$ cat src/logic/cpu_pkg.sv
package cpu_pkg;

  // Main opcodes
  localparam logic [3:0] OP_SYS = 4'd0;
  localparam logic [3:0] OP_LD  = 4'd1;
  localparam logic [3:0] OP_ST  = 4'd2;
  localparam logic [3:0] OP_ADD = 4'd3;
  localparam logic [3:0] OP_SUB = 4'd4;
  localparam logic [3:0] OP_AND = 4'd5;
  localparam logic [3:0] OP_OR  = 4'd6;
  localparam logic [3:0] OP_XOR = 4'd7;
  localparam logic [3:0] OP_JMP = 4'd12;
  localparam logic [3:0] OP_CMP = 4'd14;
  localparam logic [3:0] OP_BR  = 4'd15;

  // SYS sub-codes, taken from {imm, dst}
  localparam logic [3:0] SYS_NOP = 4'd0;
  localparam logic [3:0] SYS_OUT = 4'd2;
  localparam logic [3:0] SYS_HLT = 4'd15;

  localparam logic [2:0] REG_PC  = 3'd0;
  localparam logic [2:0] REG_TMP = 3'd7;

  localparam int FLAG_Z = 0;
  localparam int FLAG_C = 1;
  localparam int FLAG_N = 2;
  localparam int FLAG_V = 3;

  typedef struct packed {
    logic [3:0] op;
    logic       imm;
    logic [2:0] dst;
    logic       ind;
    logic [2:0] src;
    logic [3:0] off;
  } instr_fields_t;

  typedef struct packed {
    logic [3:0]  op;
    logic [11:0] target;
  } instr_target_t;

  // JMP reads the target view, all others the field view
  typedef union packed {
    instr_fields_t f;
    instr_target_t t;
  } instr_t;

endpackage

$ cat src/logic/alu.sv
`timescale 1ns/100ps

module alu import cpu_pkg::*; (
  input  logic        clk,
  input  logic        rst_n,
  input  logic [3:0]  alu_op,
  input  logic [15:0] a,
  input  logic [15:0] b,
  input  logic        flags_en,
  input  logic [2:0]  cond_code,
  output logic [15:0] result,
  output logic        cond_true
);

  logic [3:0]  flags;
  logic [3:0]  flags_next;
  logic [16:0] sum;
  logic [16:0] diff;
  logic        carry;
  logic        ovf;

  assign sum  = {1'b0, a} + {1'b0, b};
  assign diff = {1'b0, a} - {1'b0, b}; // Bit 16 is the borrow

  always_comb begin
    carry = 1'b0;
    ovf   = 1'b0;
    case (alu_op)
      OP_ADD: begin
        result = sum[15:0];
        carry  = sum[16];
        ovf    = (a[15] == b[15]) && (sum[15] != a[15]);
      end
      OP_SUB: begin
        result = diff[15:0];
        carry  = diff[16];
        ovf    = (a[15] != b[15]) && (diff[15] != a[15]);
      end
      OP_AND:  result = a & b;
      OP_OR:   result = a | b;
      OP_XOR:  result = a ^ b;
      default: result = b;
    endcase
  end

  always_comb begin
    flags_next         = 4'h0;
    flags_next[FLAG_Z] = (result == 16'h0000);
    flags_next[FLAG_C] = carry;
    flags_next[FLAG_N] = result[15];
    flags_next[FLAG_V] = ovf;
  end

  always_ff @(posedge clk or negedge rst_n) begin
    if (!rst_n) begin
      flags <= 4'h0;
    end else if (flags_en) begin
      flags <= flags_next;
    end
  end

  // Even code tests set, odd code tests clear
  assign cond_true = flags[cond_code[2:1]] ^ cond_code[0];

endmodule

$ cat src/logic/cpu_top.sv
`timescale 1ns/100ps

module cpu_top #(
  parameter int ADDR_W = 12
) (
  input  logic              clk,
  input  logic              rst_n,
  input  logic [15:0]       wb_dat_i,
  input  logic              wb_ack,
  output logic              wb_cyc,
  output logic              wb_stb,
  output logic              wb_we,
  output logic [ADDR_W-1:0] wb_adr,
  output logic [15:0]       wb_dat_o,
  output logic [15:0]       out_data,
  output logic              out_valid,
  output logic              halted
);

  logic [2:0]  rd_a_sel;
  logic [2:0]  rd_b_sel;
  logic [2:0]  wr_sel;
  logic        wr_en;
  logic        pc_inc;
  logic        jump_en;
  logic [3:0]  alu_op;
  logic        flags_en;
  logic [2:0]  cond_code;
  logic        cond_true;
  logic        addr_load;
  logic        mem_rd;
  logic        mem_wr;
  logic        mem_done;
  logic [15:0] mem_data;
  logic [15:0] bus;
  logic [15:0] rd_a;
  logic [15:0] rd_b;
  logic [15:0] alu_result;

  step_sequencer u_seq (
    .clk           (clk),
    .rst_n         (rst_n),
    .rd_b          (rd_b),
    .alu_result    (alu_result),
    .cond_true     (cond_true),
    .mem_data      (mem_data),
    .mem_done      (mem_done),
    .rd_a_sel      (rd_a_sel),
    .rd_b_sel      (rd_b_sel),
    .wr_sel        (wr_sel),
    .wr_en         (wr_en),
    .pc_inc        (pc_inc),
    .jump_en       (jump_en),
    .alu_op        (alu_op),
    .alu_b_sel_tmp (), // Already folded into rd_b_sel
    .flags_en      (flags_en),
    .cond_code     (cond_code),
    .addr_load     (addr_load),
    .mem_rd        (mem_rd),
    .mem_wr        (mem_wr),
    .bus           (bus),
    .out_data      (out_data),
    .out_valid     (out_valid),
    .halted        (halted)
  );

  reg_file u_regs (
    .clk      (clk),
    .rst_n    (rst_n),
    .rd_a_sel (rd_a_sel),
    .rd_b_sel (rd_b_sel),
    .wr_sel   (wr_sel),
    .wr_en    (wr_en),
    .pc_inc   (pc_inc),
    .jump_en  (jump_en),
    .wr_data  (bus),
    .rd_a     (rd_a),
    .rd_b     (rd_b)
  );

  alu u_alu (
    .clk       (clk),
    .rst_n     (rst_n),
    .alu_op    (alu_op),
    .a         (rd_a),
    .b         (rd_b),
    .flags_en  (flags_en),
    .cond_code (cond_code),
    .result    (alu_result),
    .cond_true (cond_true)
  );

  wb_master #(
    .ADDR_W (ADDR_W)
  ) u_wbm (
    .clk       (clk),
    .rst_n     (rst_n),
    .addr_load (addr_load),
    .bus       (bus),
    .mem_rd    (mem_rd),
    .mem_wr    (mem_wr),
    .wb_dat_i  (wb_dat_i),
    .wb_ack    (wb_ack),
    .mem_data  (mem_data),
    .mem_done  (mem_done),
    .wb_cyc    (wb_cyc),
    .wb_stb    (wb_stb),
    .wb_we     (wb_we),
    .wb_adr    (wb_adr),
    .wb_dat_o  (wb_dat_o)
  );

endmodule

$ cat src/logic/reg_file.sv
`timescale 1ns/100ps

module reg_file import cpu_pkg::*; (
  input  logic        clk,
  input  logic        rst_n,
  input  logic [2:0]  rd_a_sel,
  input  logic [2:0]  rd_b_sel,
  input  logic [2:0]  wr_sel,
  input  logic        wr_en,
  input  logic        pc_inc,
  input  logic        jump_en,
  input  logic [15:0] wr_data,
  output logic [15:0] rd_a,
  output logic [15:0] rd_b
);

  logic [15:0] pc;
  logic [15:0] gpr [1:7]; // r1..r6 plus temporary r7
  logic        pc_load;

  assign pc_load = jump_en | (wr_en & (wr_sel == REG_PC));

  always_ff @(posedge clk or negedge rst_n) begin
    if (!rst_n) begin
      pc <= 16'h0000;
    end else if (pc_load) begin
      pc <= wr_data;
    end else if (pc_inc) begin
      pc <= pc + 16'd1;
    end
  end

  always_ff @(posedge clk) begin
    if (wr_en && (wr_sel != REG_PC)) begin
      gpr[wr_sel] <= wr_data;
    end
  end

  always_comb begin
    rd_a = pc;
    if (rd_a_sel != REG_PC) begin
      rd_a = gpr[rd_a_sel];
    end
  end

  always_comb begin
    rd_b = pc;
    if (rd_b_sel != REG_PC) begin
      rd_b = gpr[rd_b_sel];
    end
  end

  a_pc_one_src: assert property (@(posedge clk) disable iff (!rst_n)
    !(pc_inc && pc_load));

endmodule

$ cat src/logic/step_sequencer.sv
`timescale 1ns/100ps

module step_sequencer import cpu_pkg::*; (
  input  logic        clk,
  input  logic        rst_n,
  input  logic [15:0] rd_b,
  input  logic [15:0] alu_result,
  input  logic        cond_true,
  input  logic [15:0] mem_data,
  input  logic        mem_done,
  output logic [2:0]  rd_a_sel,
  output logic [2:0]  rd_b_sel,
  output logic [2:0]  wr_sel,
  output logic        wr_en,
  output logic        pc_inc,
  output logic        jump_en,
  output logic [3:0]  alu_op,
  output logic        alu_b_sel_tmp,
  output logic        flags_en,
  output logic [2:0]  cond_code,
  output logic        addr_load,
  output logic        mem_rd,
  output logic        mem_wr,
  output logic [15:0] bus,
  output logic [15:0] out_data,
  output logic        out_valid,
  output logic        halted
);

  logic [2:0]  step;
  instr_t      ir;
  logic [2:0]  b_sel;
  logic        src_reg;
  logic        src_mem;
  logic        src_alu;
  logic        src_imm;
  logic        alu_step;
  logic        last_step;
  logic        ir_load;
  logic        halt_set;
  logic        out_en;
  logic        advance;
  logic [3:0]  sys_code;
  logic [15:0] imm_val;

  assign sys_code  = {ir.f.imm, ir.f.dst};
  assign rd_a_sel  = ir.f.dst;
  assign cond_code = ir.f.dst;
  assign rd_b_sel  = alu_b_sel_tmp ? REG_TMP : b_sel;
  assign alu_op    = (ir.f.op == OP_CMP) ? OP_SUB : ir.f.op; // CMP is a flags-only SUB

  // JMP carries 12 bits, everything else a zero-extended byte
  assign imm_val = (ir.t.op == OP_JMP) ? {4'h0, ir.t.target}
                                       : {8'h00, ir.f.ind, ir.f.src, ir.f.off};

  always_comb begin
    b_sel         = ir.f.src;
    wr_sel        = ir.f.dst;
    wr_en         = 1'b0;
    pc_inc        = 1'b0;
    jump_en       = 1'b0;
    alu_b_sel_tmp = 1'b0;
    flags_en      = 1'b0;
    addr_load     = 1'b0;
    mem_rd        = 1'b0;
    mem_wr        = 1'b0;
    src_reg       = 1'b0;
    src_mem       = 1'b0;
    src_alu       = 1'b0;
    src_imm       = 1'b0;
    alu_step      = 1'b0;
    last_step     = 1'b0;
    ir_load       = 1'b0;
    halt_set      = 1'b0;
    out_en        = 1'b0;
    if (!halted) begin
      case (step)
        3'd0: begin
          b_sel     = REG_PC; // PC to address register
          src_reg   = 1'b1;
          addr_load = 1'b1;
        end
        3'd1: begin
          mem_rd  = 1'b1;
          src_mem = 1'b1;
          ir_load = mem_done;
          pc_inc  = mem_done;
        end
        default: begin
          case (ir.f.op)
            OP_SYS: begin
              case (sys_code)
                SYS_NOP: last_step = 1'b1;
                SYS_OUT: begin
                  if (!ir.f.ind) begin
                    src_reg   = 1'b1;
                    out_en    = 1'b1;
                    last_step = 1'b1;
                  end else if (step == 3'd2) begin
                    src_reg   = 1'b1;
                    addr_load = 1'b1;
                  end else begin
                    mem_rd    = 1'b1;
                    src_mem   = 1'b1;
                    out_en    = 1'b1;
                    last_step = 1'b1;
                  end
                end
                SYS_HLT: begin
                  halt_set  = 1'b1;
                  last_step = 1'b1;
                end
                default: last_step = 1'b1;
              endcase
            end
            OP_LD: begin
              if (ir.f.imm) begin
                src_imm   = 1'b1;
                wr_en     = 1'b1;
                last_step = 1'b1;
              end else if (!ir.f.ind) begin
                src_reg   = 1'b1;
                wr_en     = 1'b1;
                last_step = 1'b1;
              end else if (step == 3'd2) begin
                src_reg   = 1'b1;
                addr_load = 1'b1;
              end else begin
                mem_rd    = 1'b1;
                src_mem   = 1'b1;
                wr_en     = mem_done;
                last_step = 1'b1;
              end
            end
            OP_ST: begin
              src_reg = 1'b1;
              if (step == 3'd2) begin
                b_sel     = ir.f.dst; // Address comes from dst
                addr_load = 1'b1;
              end else begin
                mem_wr    = 1'b1;
                last_step = 1'b1;
              end
            end
            OP_ADD, OP_SUB, OP_AND, OP_OR, OP_XOR, OP_CMP: begin
              if (ir.f.imm) begin
                if (step == 3'd2) begin
                  src_imm = 1'b1;
                  wr_sel  = REG_TMP;
                  wr_en   = 1'b1;
                end else begin
                  alu_step = 1'b1;
                end
              end else if (ir.f.ind) begin
                if (step == 3'd2) begin
                  src_reg   = 1'b1;
                  addr_load = 1'b1;
                end else if (step == 3'd3) begin
                  mem_rd  = 1'b1;
                  src_mem = 1'b1;
                  wr_sel  = REG_TMP;
                  wr_en   = mem_done;
                end else begin
                  alu_step = 1'b1;
                end
              end else begin
                alu_step = 1'b1;
              end
            end
            OP_JMP: begin
              src_imm   = 1'b1;
              jump_en   = 1'b1;
              last_step = 1'b1;
            end
            OP_BR: begin
              if (!cond_true) begin
                last_step = 1'b1; // Not taken
              end else if (ir.f.imm) begin
                src_imm   = 1'b1;
                jump_en   = 1'b1;
                last_step = 1'b1;
              end else if (!ir.f.ind) begin
                src_reg   = 1'b1;
                jump_en   = 1'b1;
                last_step = 1'b1;
              end else if (step == 3'd2) begin
                src_reg   = 1'b1;
                addr_load = 1'b1;
              end else begin
                mem_rd    = 1'b1;
                src_mem   = 1'b1;
                jump_en   = mem_done;
                last_step = 1'b1;
              end
            end
            default: last_step = 1'b1; // Unused opcodes act as NOP
          endcase

          if (alu_step) begin
            alu_b_sel_tmp = ir.f.imm | ir.f.ind; // Operand parked in r7
            src_alu       = 1'b1;
            flags_en      = 1'b1;
            wr_en         = (ir.f.op != OP_CMP);
            last_step     = 1'b1;
          end
        end
      endcase
    end
  end

  assign bus = ({16{src_reg}} & rd_b)
             | ({16{src_mem}} & mem_data)
             | ({16{src_alu}} & alu_result)
             | ({16{src_imm}} & imm_val);

  assign out_data  = bus;
  assign out_valid = out_en & (~mem_rd | mem_done);

  // Memory steps hold the counter until the slave acks
  assign advance = ~halted & (~(mem_rd | mem_wr) | mem_done);

  always_ff @(posedge clk or negedge rst_n) begin
    if (!rst_n) begin
      step   <= 3'd0;
      ir     <= '0;
      halted <= 1'b0;
    end else begin
      if (advance) begin
        step <= last_step ? 3'd0 : step + 3'd1;
      end
      if (ir_load) begin
        ir <= bus;
      end
      if (halt_set) begin
        halted <= 1'b1;
      end
    end
  end

  a_bus_onehot: assert property (@(posedge clk) disable iff (!rst_n)
    $onehot0({src_reg, src_mem, src_alu, src_imm}));

  a_rd_wr_excl: assert property (@(posedge clk) disable iff (!rst_n)
    !(mem_rd && mem_wr));

endmodule

$ cat src/logic/wb_master.sv
`timescale 1ns/100ps

module wb_master #(
  parameter int ADDR_W = 12
) (
  input  logic              clk,
  input  logic              rst_n,
  input  logic              addr_load,
  input  logic [15:0]       bus,
  input  logic              mem_rd,
  input  logic              mem_wr,
  input  logic [15:0]       wb_dat_i,
  input  logic              wb_ack,
  output logic [15:0]       mem_data,
  output logic              mem_done,
  output logic              wb_cyc,
  output logic              wb_stb,
  output logic              wb_we,
  output logic [ADDR_W-1:0] wb_adr,
  output logic [15:0]       wb_dat_o
);

  logic recover; // Idle cycle after each ack

  always_ff @(posedge clk) begin
    if (addr_load) begin
      wb_adr <= bus[ADDR_W-1:0];
    end
  end

  always_ff @(posedge clk or negedge rst_n) begin
    if (!rst_n) begin
      recover <= 1'b0;
    end else begin
      recover <= wb_cyc & wb_ack;
    end
  end

  // Cycle opens in the first cycle of the memory step
  assign wb_cyc   = (mem_rd | mem_wr) & ~recover;
  assign wb_stb   = wb_cyc;
  assign wb_we    = mem_wr;
  assign wb_dat_o = bus;
  assign mem_data = wb_dat_i;
  assign mem_done = wb_ack;

  a_ack_in_cycle: assert property (@(posedge clk) disable iff (!rst_n)
    wb_ack |-> wb_cyc && wb_stb);

  a_stb_hold: assert property (@(posedge clk) disable iff (!rst_n)
    wb_stb && !wb_ack |=> wb_stb && $stable(wb_adr) && $stable(wb_we)
                          && (!wb_we || $stable(wb_dat_o)));

endmodule

$ cat config.mk
export PLATFORM = sky130hd
export DESIGN_NAME = cpu_top
export DESIGN_NICKNAME = d
export VERILOG_FILES = /design/src/logic/cpu_pkg.sv /design/src/logic/alu.sv /design/src/logic/cpu_top.sv /design/src/logic/reg_file.sv /design/src/logic/step_sequencer.sv /design/src/logic/wb_master.sv
export SDC_FILE = /design/constraint.sdc
export NUM_CORES = 1
export LEC_CHECK = 0
export BUFFER_PORTS_ARGS = -buffer_cell sky130_fd_sc_hd__buf_2
export CAP_MARGIN = 10
export CELL_PAD_IN_SITES_DETAIL_PLACEMENT = 0
export CELL_PAD_IN_SITES_GLOBAL_PLACEMENT = 1
export CORE_UTILIZATION = 50
export DETAILED_ROUTE_END_ITERATION = 8
export PLACE_DENSITY = 0.86
export SYNTH_ARGS = -nofsm -noshare
export SYNTH_HDL_FRONTEND = slang
export SYNTH_HIERARCHICAL = 1
export SYNTH_SLANG_ARGS = --single-unit
$ cat constraint.sdc
create_clock -name clk -period 7.6 [get_ports clk]
set_clock_uncertainty 0.2 [all_clocks]
set_input_delay 1.14 -clock clk [delete_from_list [all_inputs] [get_ports clk]]
set_output_delay 1.14 -clock clk [all_outputs]
set_load 0.02 [all_outputs]
* Word level (Yosys, flattened, before mapping)
Memories as Yosys holds them, arrays and structs flattened. Cells that the tools add are included.
Operators by class: add/sub/neg operators 4, bitwise gates (word level) 25, order comparisons 1, mux-type cells 109, equal/unequal tests 25, reduce and logical (&&, ||, !) cells 14
Operators with widths (count):
- $and 16x16->16 | 5
- $pmux 16 s5 | 1
- $mux 1 | 75
- $mux 16 | 4
- $or 16x16->16 | 4
- $mux 3 | 13
- $eq 4x3->1 const B | 8
- $add 16x16->17 | 1
- $sub 16x16->17 | 1
- $add 16x1->16 const B | 1
- $eq 4x2->1 const B | 4
- $eq 4x4->1 const B | 4
- $logic_not 16->1 | 1
- $xor 16x16->16 | 1
- $pmux 1 s2 | 7
- $mux 12 | 1
- $pmux 1 s4 | 3
- $pmux 1 s5 | 2
- $reduce_bool 3->1 | 3
- $reduce_or 7->1 | 1
- $eq 3x2->1 const B | 2
- $logic_not 3->1 | 2
- $pmux 3 s2 | 1
- $reduce_or 6->1 | 1
- 17 further kinds | 32
Word-level totals: memories 1, bits of input ports 19, flip-flop bits (word level) 53, bits in writable memories 112
Memory list:
- u_regs.gpr | words 7, bits a word 16, rd ports 2, clocked after memory_dff 0, wr ports 1, line reg_file.sv:18 | logic [15:0] gpr [1:7];

* Logic depth before layout (Yosys ltp)
Gate-level depths: netlist of the first run.
word-level depth 20, gate-level depth with buffers 30

* Cells and area by module
Netlist of the first run, hierarchy kept.
Modules (own cells, without submodules):
- reg_file | area each 6408.6 um2, cells an instance 487, times used 1
- alu | area each 2912.8 um2, cells an instance 403, times used 1
- step_sequencer | area each 2048.2 um2, cells an instance 240, times used 1
- wb_master | area each 668.1 um2, cells an instance 51, times used 1

* Worst setup path before layout of the first run
Ideal clock, no wire load.
path kind reg2out, start register u_seq.step[0], end output out_data[15], data required time 6.260 ns, path slack 0.727 ns, cell stages (with the launch flop) 28, arrival 5.533 ns, path through dfrtp_1 -> inv_1 -> ha_1 -> o21bai_1 -> nor2b_1 -> nand2_1 -> nor2_2 -> o21a_1 -> a221o_1 -> buf_2 -> buf_4 -> mux2i_1 -> a211o_1 -> a21oi_1 -> inv_1 -> ha_1 -> a21oi_1 -> nand4b_1 -> a2111oi_0 -> nor2_1 -> o21ai_0 -> a31oi_1 -> o211a_1 -> o2bb2ai_1 -> buf_4 -> nand2_1 -> nand2_1 -> buf_4
Between the ends: word-level cells in the longest chain between the ends 19, elaborated cells on any way between the ends 65, those cells by class add/sub: 2; eq/ne: 3; mux: 46; bitwise: 10; reduce/logical: 3; memory: 1
RTL lines:
- start: declaration | line step_sequencer.sv:30 | logic [2:0] step;
- start signal: assignment | line step_sequencer.sv:229 | step <= last_step ? 3'd0 : step + 3'd1;
- $eq 3x2->1 | line step_sequencer.sv:158 | end else if (step == 3'd3) begin
- $mux 1 | line step_sequencer.sv:158
- $mux 1 | line step_sequencer.sv:155 | if (step == 3'd2) begin
- $mux 1 | line step_sequencer.sv:154 | end else if (ir.f.ind) begin
- $mux 1 | line step_sequencer.sv:146 | if (ir.f.imm) begin
- $mux 1 | line step_sequencer.sv:90 | case (ir.f.op)
- $mux 1 | line step_sequencer.sv:77 | case (step)
- $mux 1 | line step_sequencer.sv:76 | if (!halted) begin
- [3 not listed]
- net u_seq.alu_b_sel_tmp | line step_sequencer.sv:18 | output logic alu_b_sel_tmp,
- [1 not listed]
- net rd_b_sel[1] | line cpu_top.sv:21 | logic [2:0] rd_b_sel;
- [1 not listed]
- $mux 16 (*) | line reg_file.sv:48 | if (rd_b_sel != REG_PC) begin
- net rd_b[1] | line cpu_top.sv:37 | logic [15:0] rd_b;
- $sub 16x16->17 or $add 16x16->17 (tied branches) | line alu.sv:23, alu.sv:22
- $pmux 16 s5 (*) | line alu.sv:28 | case (alu_op)
- net u_alu.flags_next[2] | line alu.sv:16 | logic [3:0] flags_next;
- $and 16x16->16 (*) | line step_sequencer.sv:213 | | ({16{src_alu}} & alu_result)
- $or 16x16->16 (*) | line step_sequencer.sv:213
- $or 16x16->16 (*) | line step_sequencer.sv:214 | | ({16{src_imm}} & imm_val);
- end: declaration | line cpu_top.sv:15 | output logic [15:0] out_data,
The timed path passes the listed nets; every way through them passes the cells marked *. The select of a mux whose other input is x is not followed.

* Worst setup path after layout of the first run
start register u_seq/ir[14] (netlist name), end output out_data[11]
Between the ends: word-level cells in the longest chain between the ends 16, elaborated cells on any way between the ends 57, those cells by class add/sub: 2; eq/ne: 15; mux: 26; bitwise: 10; reduce/logical: 3; memory: 1
RTL lines:
- start: declaration | line step_sequencer.sv:31 | instr_t ir;
- start signal: assignment | line step_sequencer.sv:232 | ir <= bus;
- $eq 4x2->1 (tied with other cells) | line step_sequencer.sv:90
- $reduce_or 6->1 | line step_sequencer.sv:90
- $mux 1 | line step_sequencer.sv:90
- $mux 1 | line step_sequencer.sv:77
- $mux 1 | line step_sequencer.sv:76
- $mux 1 | line step_sequencer.sv:199 | if (alu_step) begin
- $mux 1 | line step_sequencer.sv:77
- $mux 1 | line step_sequencer.sv:76
- [1 not listed]
- net rd_b_sel[0] | line cpu_top.sv:21
- [1 not listed]
- $mux 16 (*) | line reg_file.sv:48
- net rd_b[2] | line cpu_top.sv:37
- $sub 16x16->17 or $add 16x16->17 (tied branches) | line alu.sv:23, alu.sv:22
- $pmux 16 s5 (*) | line alu.sv:28
- net alu_result[11] | line cpu_top.sv:38 | logic [15:0] alu_result;
- $and 16x16->16 (*) | line step_sequencer.sv:213
- $or 16x16->16 (*) | line step_sequencer.sv:213
- $or 16x16->16 (*) | line step_sequencer.sv:214
Marks and branches as above.

==> impl_metrics.tcl, run 1 <==
set metrics [dict create \
    rsz0062_at_grt "false" \
    place_area_um2 12400 \
    postCtsHoldBufs 0 \
    synthMuxAreaShare_pct 10.3 \
    synthSimpleGateAreaFrac_pct 14.7 \
    nets 1268 \
    area_growth_pct 10.2 \
    rows 56 \
    synth_top_area_share_pct 30.9 \
    clk_pin_slew_ns 0.07 \
    cts_buffers 17 \
    track_usage_pct 28.8 \
    postSynthCellCount 1181 \
    register_area_um2 4750 \
    ys_dominant_reg_cell "edfxtp_1" \
    grt_overflow 0 \
    crit_slowest_cell "a2111oi_1" \
    die_x_um 157 \
    htree_levels 4 \
    postSynthNetCount 1259 \
    synth_compound_area_share_pct 19.0 \
    holdPathEnd "u_wbm/recover$_DFF_PN0_" \
    end_kind "output port" \
    grt_pass1_vias 9191 \
    synth_edf_count 124 \
    synth_top_area_cell "edfxtp_1" \
    nFillCells 2067 \
    clockBufferDepth 2 \
    portBuffers 67 \
    finalMaxSlewViolations 0 \
    start_kind "flop" \
    period_needed_ns 7.31 \
    relSlewSlack_pct 23.8 \
    diodes 0 \
    grt_pass1_wl_mm 53.2 \
    ys_seq_area_share_pct 39.5 \
    grt_max_degree 42 \
    synth_fa_ha_area_share_pct 6.26 \
    synth.distinct_cells 94 \
    min_path_type "reg2reg" \
    drt_first_pass_iters 5 \
    worst_pin_slew_ns 1.14 \
    design_area_um2 13300 \
    worstHoldStart "u_wbm/recover$_DFF_PN0_" \
    antenna_found_initial 0 \
    synth_xor_area_share_pct 1.67 \
    io-pin-count 68 \
    drt_iter0_markers 937 \
    hold_viol 0 \
    ys_ff_latch 165 \
    root_buffer "clkbuf_16" \
    dpl.hpwl_mm 24.2 \
    drtAntennaViolNets 0 \
    criticalPathCategory "reg2out" \
    ys_top_cells_by_area "edfxtp_1, dfrtp_1, mux4_2, ha_1, buf_4" \
    setup_viol 0 \
    cp_cell_sequence "nor4b_4 -> a21oi_1 -> or4_1 -> a221o_2 -> buf_12 -> mux4_2 -> nand2_1 -> a21oi_2 -> inv_1 -> ha_1 -> nor3_1 -> a2111oi_1 -> a21o_1 -> nand4_1 -> o2111a_1 -> a31oi_1 -> a22oi_1 -> nand2_1 -> buf_2" \
    start_util_pct 51.1 \
    clk_latency_ns 0.43 \
    die_area_um2 24700 \
    core_um2 23500 \
    fmax_ghz 0.137 \
    num_vias 9777 \
    r2r_cells 22 \
    critPathArrivalTime_ns 5.97 \
    synth_top_family_by_area "compound AO/OA/AOI/OAI gates" \
    drive_above_1_share_pct 22.1 \
    gp_congestion 0.914 \
    synth_async_sr_flop_share_pct 24.8 \
    cpPeakStageDelay_ns 0.64 \
    wl_mm 34.8 \
    cts_num_sinks 165 \
    viasPerCell 6.42 \
    r2r-end "u_alu/flags[0]$_DFFE_PN0P_" \
    maxCapViolCount 0 \
    drc 0 \
    ys_warn_count 6 \
    syn_area_um2 12000 \
    cp.required_ns 6.26 \
    rr_startpoint "u_seq/step[0]$_DFFE_PN0P_" \
    finalCritPeriodShare_pct 96.2 \
    cp_common_cell "nand2_1" \
    syn_avg_cell_area_um2 10.2 \
    hold_path_depth 1 \
    reg2reg_slack_ns 1.25 \
    tritoncts "yes" \
    cp_max_fo 17 \
    multi_input_area_um2 6460 \
    wl_per_cell_um 22.9 \
    status "finished clean" \
    fin_setup_tns_ns 0 \
    die_y_um 157 \
]
-- critical path: cells and delay by family, from the launching register on --
kind / cells / cell delay [ns]
buffers and inverters: 3 / 0.54
muxes: 1 / 0.34
adders and majority gates: 1 / 0.45
and+or+nand+nor: 6 / 1.41
DFF: 1 / 0.46
AOI/OAI and AO/OA: 8 / 2.32
-- worst max path at each step --
| stage | start | end | slack, ns |
|---|---|---|---|
| final | u_seq/ir[14]$_DFFE_PN0P_ | out_data[11] | 0.29 |
| after global routing | u_seq/step[0]$_DFFE_PN0P_ | out_data[6] | 0.01 |
| after CTS | u_seq/step[0]$_DFFE_PN0P_ | wb_dat_o[15] | 0.08 |
| after detailed placement | u_seq/step[0]$_DFFE_PN0P_ | wb_dat_o[14] | 0.34 |
| after global placement | u_seq/step[0]$_DFFE_PN0P_ | out_data[14] | 0.50 |
| after floorplan | u_seq/step[0]$_DFFE_PN0P_ | out_data[15] | 0.73 |
-- kinds of logic (layout without fill, tap and decap cells) --
kind of cell,count (synthesis),after routing
XOR/XNOR,23,23
AO/OA/AOI/OAI,312,312
flip-flops,165,165
multiplexers,81,81
adder cells (fa/ha/maj),59,59
buffers and inverters,191,213
AND/OR/NAND/NOR,350,350
-- sequential cells by signal, indices dropped and copies added (netlist names) --
register,flops
u_seq/step,3
u_seq/ir,16
u_alu/flags,4
u_regs/pc,16
u_wbm/wb_adr,12
u_wbm/recover,1
u_seq/halted,1
u_regs/gpr,112
-- repair_timing --
item	in CTS	in global routing
setup buffers	0	5
cloned	0	2
setup endpoints to repair	12	22
pin swaps	0	2
resized for setup	9	37
-- per-stage QoR --
stage	std cells	hold slack (ns)	util (%)	worst slack, ns
after floorplan	1181	0.224	-	0.727
after global placement	1482	0.234	52.5	0.500
after detailed placement	1482	0.235	52.5	0.343
after CTS	1514	0.244	55.2	0.0828
after global routing	1522	0.261	56.4	0.0114
final	1522	0.241	56.4	0.292
-- final cells by class --
cell class | count | share of cell area, %
clock buffer | 17 | 3.21
clock inverter | 15 | 1.40
inverter | 57 | 1.61
multi-input combinational | 825 | 48.7
sequential | 165 | 35.8
tap | 319 | 3.01
timing repair buffer | 124 | 6.29
-- placed cells by master, fill, tap and decap left out, drive strengths merged, types with 9 or more instances in the layout --
cell type  netlist  final
o21a             9      9
o31ai           13     13
nand4            9      9
nor2b           11     11
nor2           134    134
mux4            33     33
buf            100    122
o21bai           9      9
a22oi           12     12
inv             57     64
clkbuf          34     19
nand3           17     17
nor4            10     10
o21ai           29     29
a211o           37     37
dfrtp           41     41
a221o           15     15
nor3            24     24
xnor2           17     17
a21oi           89     89
a221oi           9      9
ha              57     57
mux2i           39     39
or3             11     11
edfxtp         124    124
nand2           82     82
a31oi           10     10
mux2             9      9
nand2b          13     13
-- synth_stat cells (5+ instances only) --
cell type and instances:
mux4_2 33, a21o_1 8, nor3b_1 6, a22oi_1 11, a21oi_1 88, a221oi_1 9
a2111oi_0 5, nor2b_1 11, nand2b_1 13, o221ai_1 5, nand4_1 7, xor2_1 6
nand2_1 82, a211o_1 37, a31oi_1 9, o31ai_1 12, o21a_1 9, mux2_2 9
dfrtp_1 41, o211ai_1 6, nand3_1 15, inv_1 57, o2bb2ai_1 5, buf_2 26
a221o_1 15, nor3_1 23, ha_1 57, o21bai_1 9, o21ai_0 28, xnor2_1 17
nor2_1 133, or3_1 11, mux2i_1 39, buf_4 68, nor4_1 5, edfxtp_1 124
a22o_1 8, clkbuf_1 34
-- per-layer routing --
layer	up-vias	part of all wire [%]	global-route usage (%)
met3	54	8.1	3.77
met2	520	47	45.0
li1	4390	-	-
met4	0	2.8	11.6
met5	-	0	0
met1	4813	43	40.5
Power of run 1 is not shown: default switching activity piles up to over one toggle a cycle in this logic, so the estimate is an artifact.
==> inputs of run 2 (changes only) <==
--- a/config.mk
+++ b/config.mk
@@ -9,10 +9,9 @@
 export CAP_MARGIN = 10
 export CELL_PAD_IN_SITES_DETAIL_PLACEMENT = 0
 export CELL_PAD_IN_SITES_GLOBAL_PLACEMENT = 1
-export CORE_UTILIZATION = 50
+export CORE_UTILIZATION = 49
 export DETAILED_ROUTE_END_ITERATION = 8
-export PLACE_DENSITY = 0.86
+export PLACE_DENSITY = 0.85
 export SYNTH_ARGS = -nofsm -noshare
 export SYNTH_HDL_FRONTEND = slang
-export SYNTH_HIERARCHICAL = 1
 export SYNTH_SLANG_ARGS = --single-unit
==> run 2 against run 1 <==
  * Setup slack worse by 0.048 ns
  * Sequential share of layout area is 0.63 points lower
  * First-iteration DRC count is 55% higher
  * Via count is 6.6% higher
  * Fmax is 0.65% lower
  * Synthesized cell count is 1.5% higher
  * Critical path depth is 3 higher
  * Register-to-register slack better by 0.40 ns
  * Critical path type unchanged
  * Critical endpoint is now out_data[14]
==> impl_metrics.tcl, run 2 <==
set metrics [dict create \
    setup_viol 0 \
    ys_top_cells_by_area "edfxtp_1, dfrtp_1, ha_1, mux2i_1, a21oi_1" \
    regMostFlops "u_regs.gpr" \
    syn_area_um2 11600 \
    ys_dominant_reg_cell "edfxtp_1" \
    layout.cells.non_filler 1615 \
    drc 0 \
    wl_per_cell_um 24.0 \
    maxCapViolCount 0 \
    drt_iter0_markers 1455 \
    pre_cts_ws_ns 0.122 \
    ys_ff_latch 165 \
    nets 1361 \
    cpPeakStageDelay_ns 0.42 \
    grt_max_degree 42 \
    cp.required_ns 6.26 \
    worstHoldStart "u_alu.flags[2]$_DFFE_PN0P_" \
    drtAntennaViolNets 0 \
    grt_pass1_vias 9944 \
    crit_slowest_cell "dfrtp_1" \
    cts_num_sinks 165 \
    endpoint "out_data[14]" \
    critPathArrivalTime_ns 6.02 \
    final_common_cell "edfxtp_1" \
    antenna_found_initial 0 \
    grt_pass1_wl_mm 58.7 \
    rows 56 \
    cts_buffers 17 \
    io-pin-count 68 \
    postSynthCellCount 1199 \
    clockBufferDepth 2 \
    crit_buf_inv 5 \
    postSynthNetCount 1277 \
    dpl.hpwl_mm 28.3 \
    final_util_pct 57.7 \
    tritoncts "yes" \
    worst_pin_slew_ns 0.960 \
    period_needed_ns 7.36 \
    rr_startpoint "u_seq.ir[13]$_DFFE_PN0P_" \
    largest_register_ffs 112 \
    clk_latency_ns 0.44 \
    drt_first_pass_iters 7 \
    finalMaxSlewViolations 0 \
    core_um2 23400 \
    root_buffer "clkbuf_16" \
    end_kind "output port" \
    ys_seq_area_share_pct 40.8 \
    min_path_type "reg2reg" \
    grt_overflow 0 \
    synth_edf_count 124 \
    setup_ws_ns 0.245 \
    finalCritPeriodShare_pct 96.8 \
    relSlewSlack_pct 36.0 \
    placed_cells 1563 \
    num_vias 10418 \
    start_util_pct 49.8 \
    yosys-top-cells-count "edfxtp_1, nand2_1, a21oi_1, nor2_1, inv_1" \
    cp_top_family "compound AO/OA/AOI/OAI gates" \
    die_x_um 156 \
    diodes 0 \
    synth_async_sr_flop_share_pct 24.8 \
    wl_mm 38.7 \
    status "finished clean" \
    criticalPathCategory "reg2out" \
    synth.distinct_cells 85 \
    r2r_cells 23 \
    drive_above_1_share_pct 23.5 \
    track_usage_pct 32.5 \
    place_area_um2 12500 \
    cp.depth 22 \
    syn_avg_cell_area_um2 9.71 \
    die_area_um2 24400 \
    cp_cell_sequence "buf_4 -> nor4b_2 -> buf_4 -> a211oi_1 -> nor2_2 -> nand2_2 -> a222oi_1 -> buf_4 -> mux2i_1 -> o21ai_1 -> ha_1 -> nor4_1 -> nand4_1 -> o21bai_1 -> a21oi_1 -> o21ai_2 -> a31oi_1 -> a21oi_1 -> o22ai_1 -> o221a_2 -> inv_4 -> buf_4" \
    start_kind "flop" \
    cp_max_fo 29 \
    die_y_um 156 \
    hold_viol 0 \
    area_growth_pct 16.0 \
    synth_top_area_share_pct 32.0 \
    portBuffers 67 \
    gp_congestion 0.984 \
    viasPerCell 6.45 \
    largest_registers "u_regs.gpr x112, u_regs.pc x16, u_seq.ir x16" \
    layout_common_cells "edfxtp_1, buf_4, nand2_1" \
    ys_warn_count 0 \
    reg2reg_slack_ns 1.65 \
    clk_pin_slew_ns 0.07 \
    r2r-end "u_regs.gpr[2][9]$_DFFE_PP_" \
    design_area_um2 13500 \
    fmax_ghz 0.136 \
    synth_top_area_cell "edfxtp_1" \
    yosysMostFrequentCell "edfxtp_1" \
    startpoint "u_seq.ir[13]$_DFFE_PN0P_" \
    cp_common_cell "buf_4" \
    htree_levels 4 \
]
-- run 2: cell count changes after synthesis, sizes merged, moves of 15 or more --
| cell | change |
|---|---|
| inv | +24 |
| nand2 | +16 |
| o21ai | +34 |
| nor2 | -43 |
| clkbuf | +15 |
| a211o | -35 |
| mux4 | -16 |
| buf | -51 |
-- run 2: cells by family after synthesis --
logic type | synth area share [%]
adders and majority gates | 6.47
and+or+nand+nor | 14.4
buffers and inverters | 6.60
AOI/OAI and AO/OA | 21.7
xor gates and xnor gates | 2.03
muxes | 7.99
DFF | 40.8
-- run 2: how the worst min path moves through the flow --
| stage | slack (ns) | cells past startpoint | end |
|---|---|---|---|
| 3_3_place_gp | 0.26 | 2 | u_alu.flags[2]$_DFFE_PN0P_ |
| 4_1_cts | 0.28 | 2 | u_alu.flags[2]$_DFFE_PN0P_ |
| 3_5_place_dp | 0.26 | 2 | u_alu.flags[2]$_DFFE_PN0P_ |
| 6_report | 0.28 | 2 | u_alu.flags[2]$_DFFE_PN0P_ |
| 2_1_floorplan | 0.24 | 2 | u_alu.flags[2]$_DFFE_PN0P_ |
| 5_1_grt | 0.31 | 2 | u_alu.flags[2]$_DFFE_PN0P_ |
-- run 2: worst min-delay path, cell delays in order (launching register included) --
cell and delay (ns):
dfrtp_1 0.34, nand2_1 0.05, nand2_1 0.06
-- run 2: layer usage --
layer	vias to the layer above	track usage [%]	part of all wire [%]
li1	4659	-	-
met1	5061	43.8	42
met4	0	15.2	3.7
met5	-	0	0
met3	106	4.75	8.2
met2	592	51.6	46
-- run 2: layout make-up --
type	instances	area, um^2
timing repair buffer	163	1060
fill	2073	9900
clock inverter	15	166
inverter	81	307
tap	319	399
multi-input combinational	855	6390
clock buffer	17	425
sequential	165	4750
-- run 2: timing repair --
item	in CTS	in global routing
endpoints found under the setup margin	18	22
setup buffers	9	11
pin swaps	7	11
resized for setup	16	39
hold buffers	0	0
-- run 2: through the flow --
| stage | setup TNS, ns | hold WS [ns] |
|---|---|---|
| after floorplan | 0 | 0.241 |
| after global placement | 0 | 0.263 |
| after detailed placement | 0 | 0.261 |
| after CTS | 0 | 0.278 |
| after global routing | -0.0111 | 0.310 |
| final | 0 | 0.278 |
Power of run 2 is left out for the same reason.
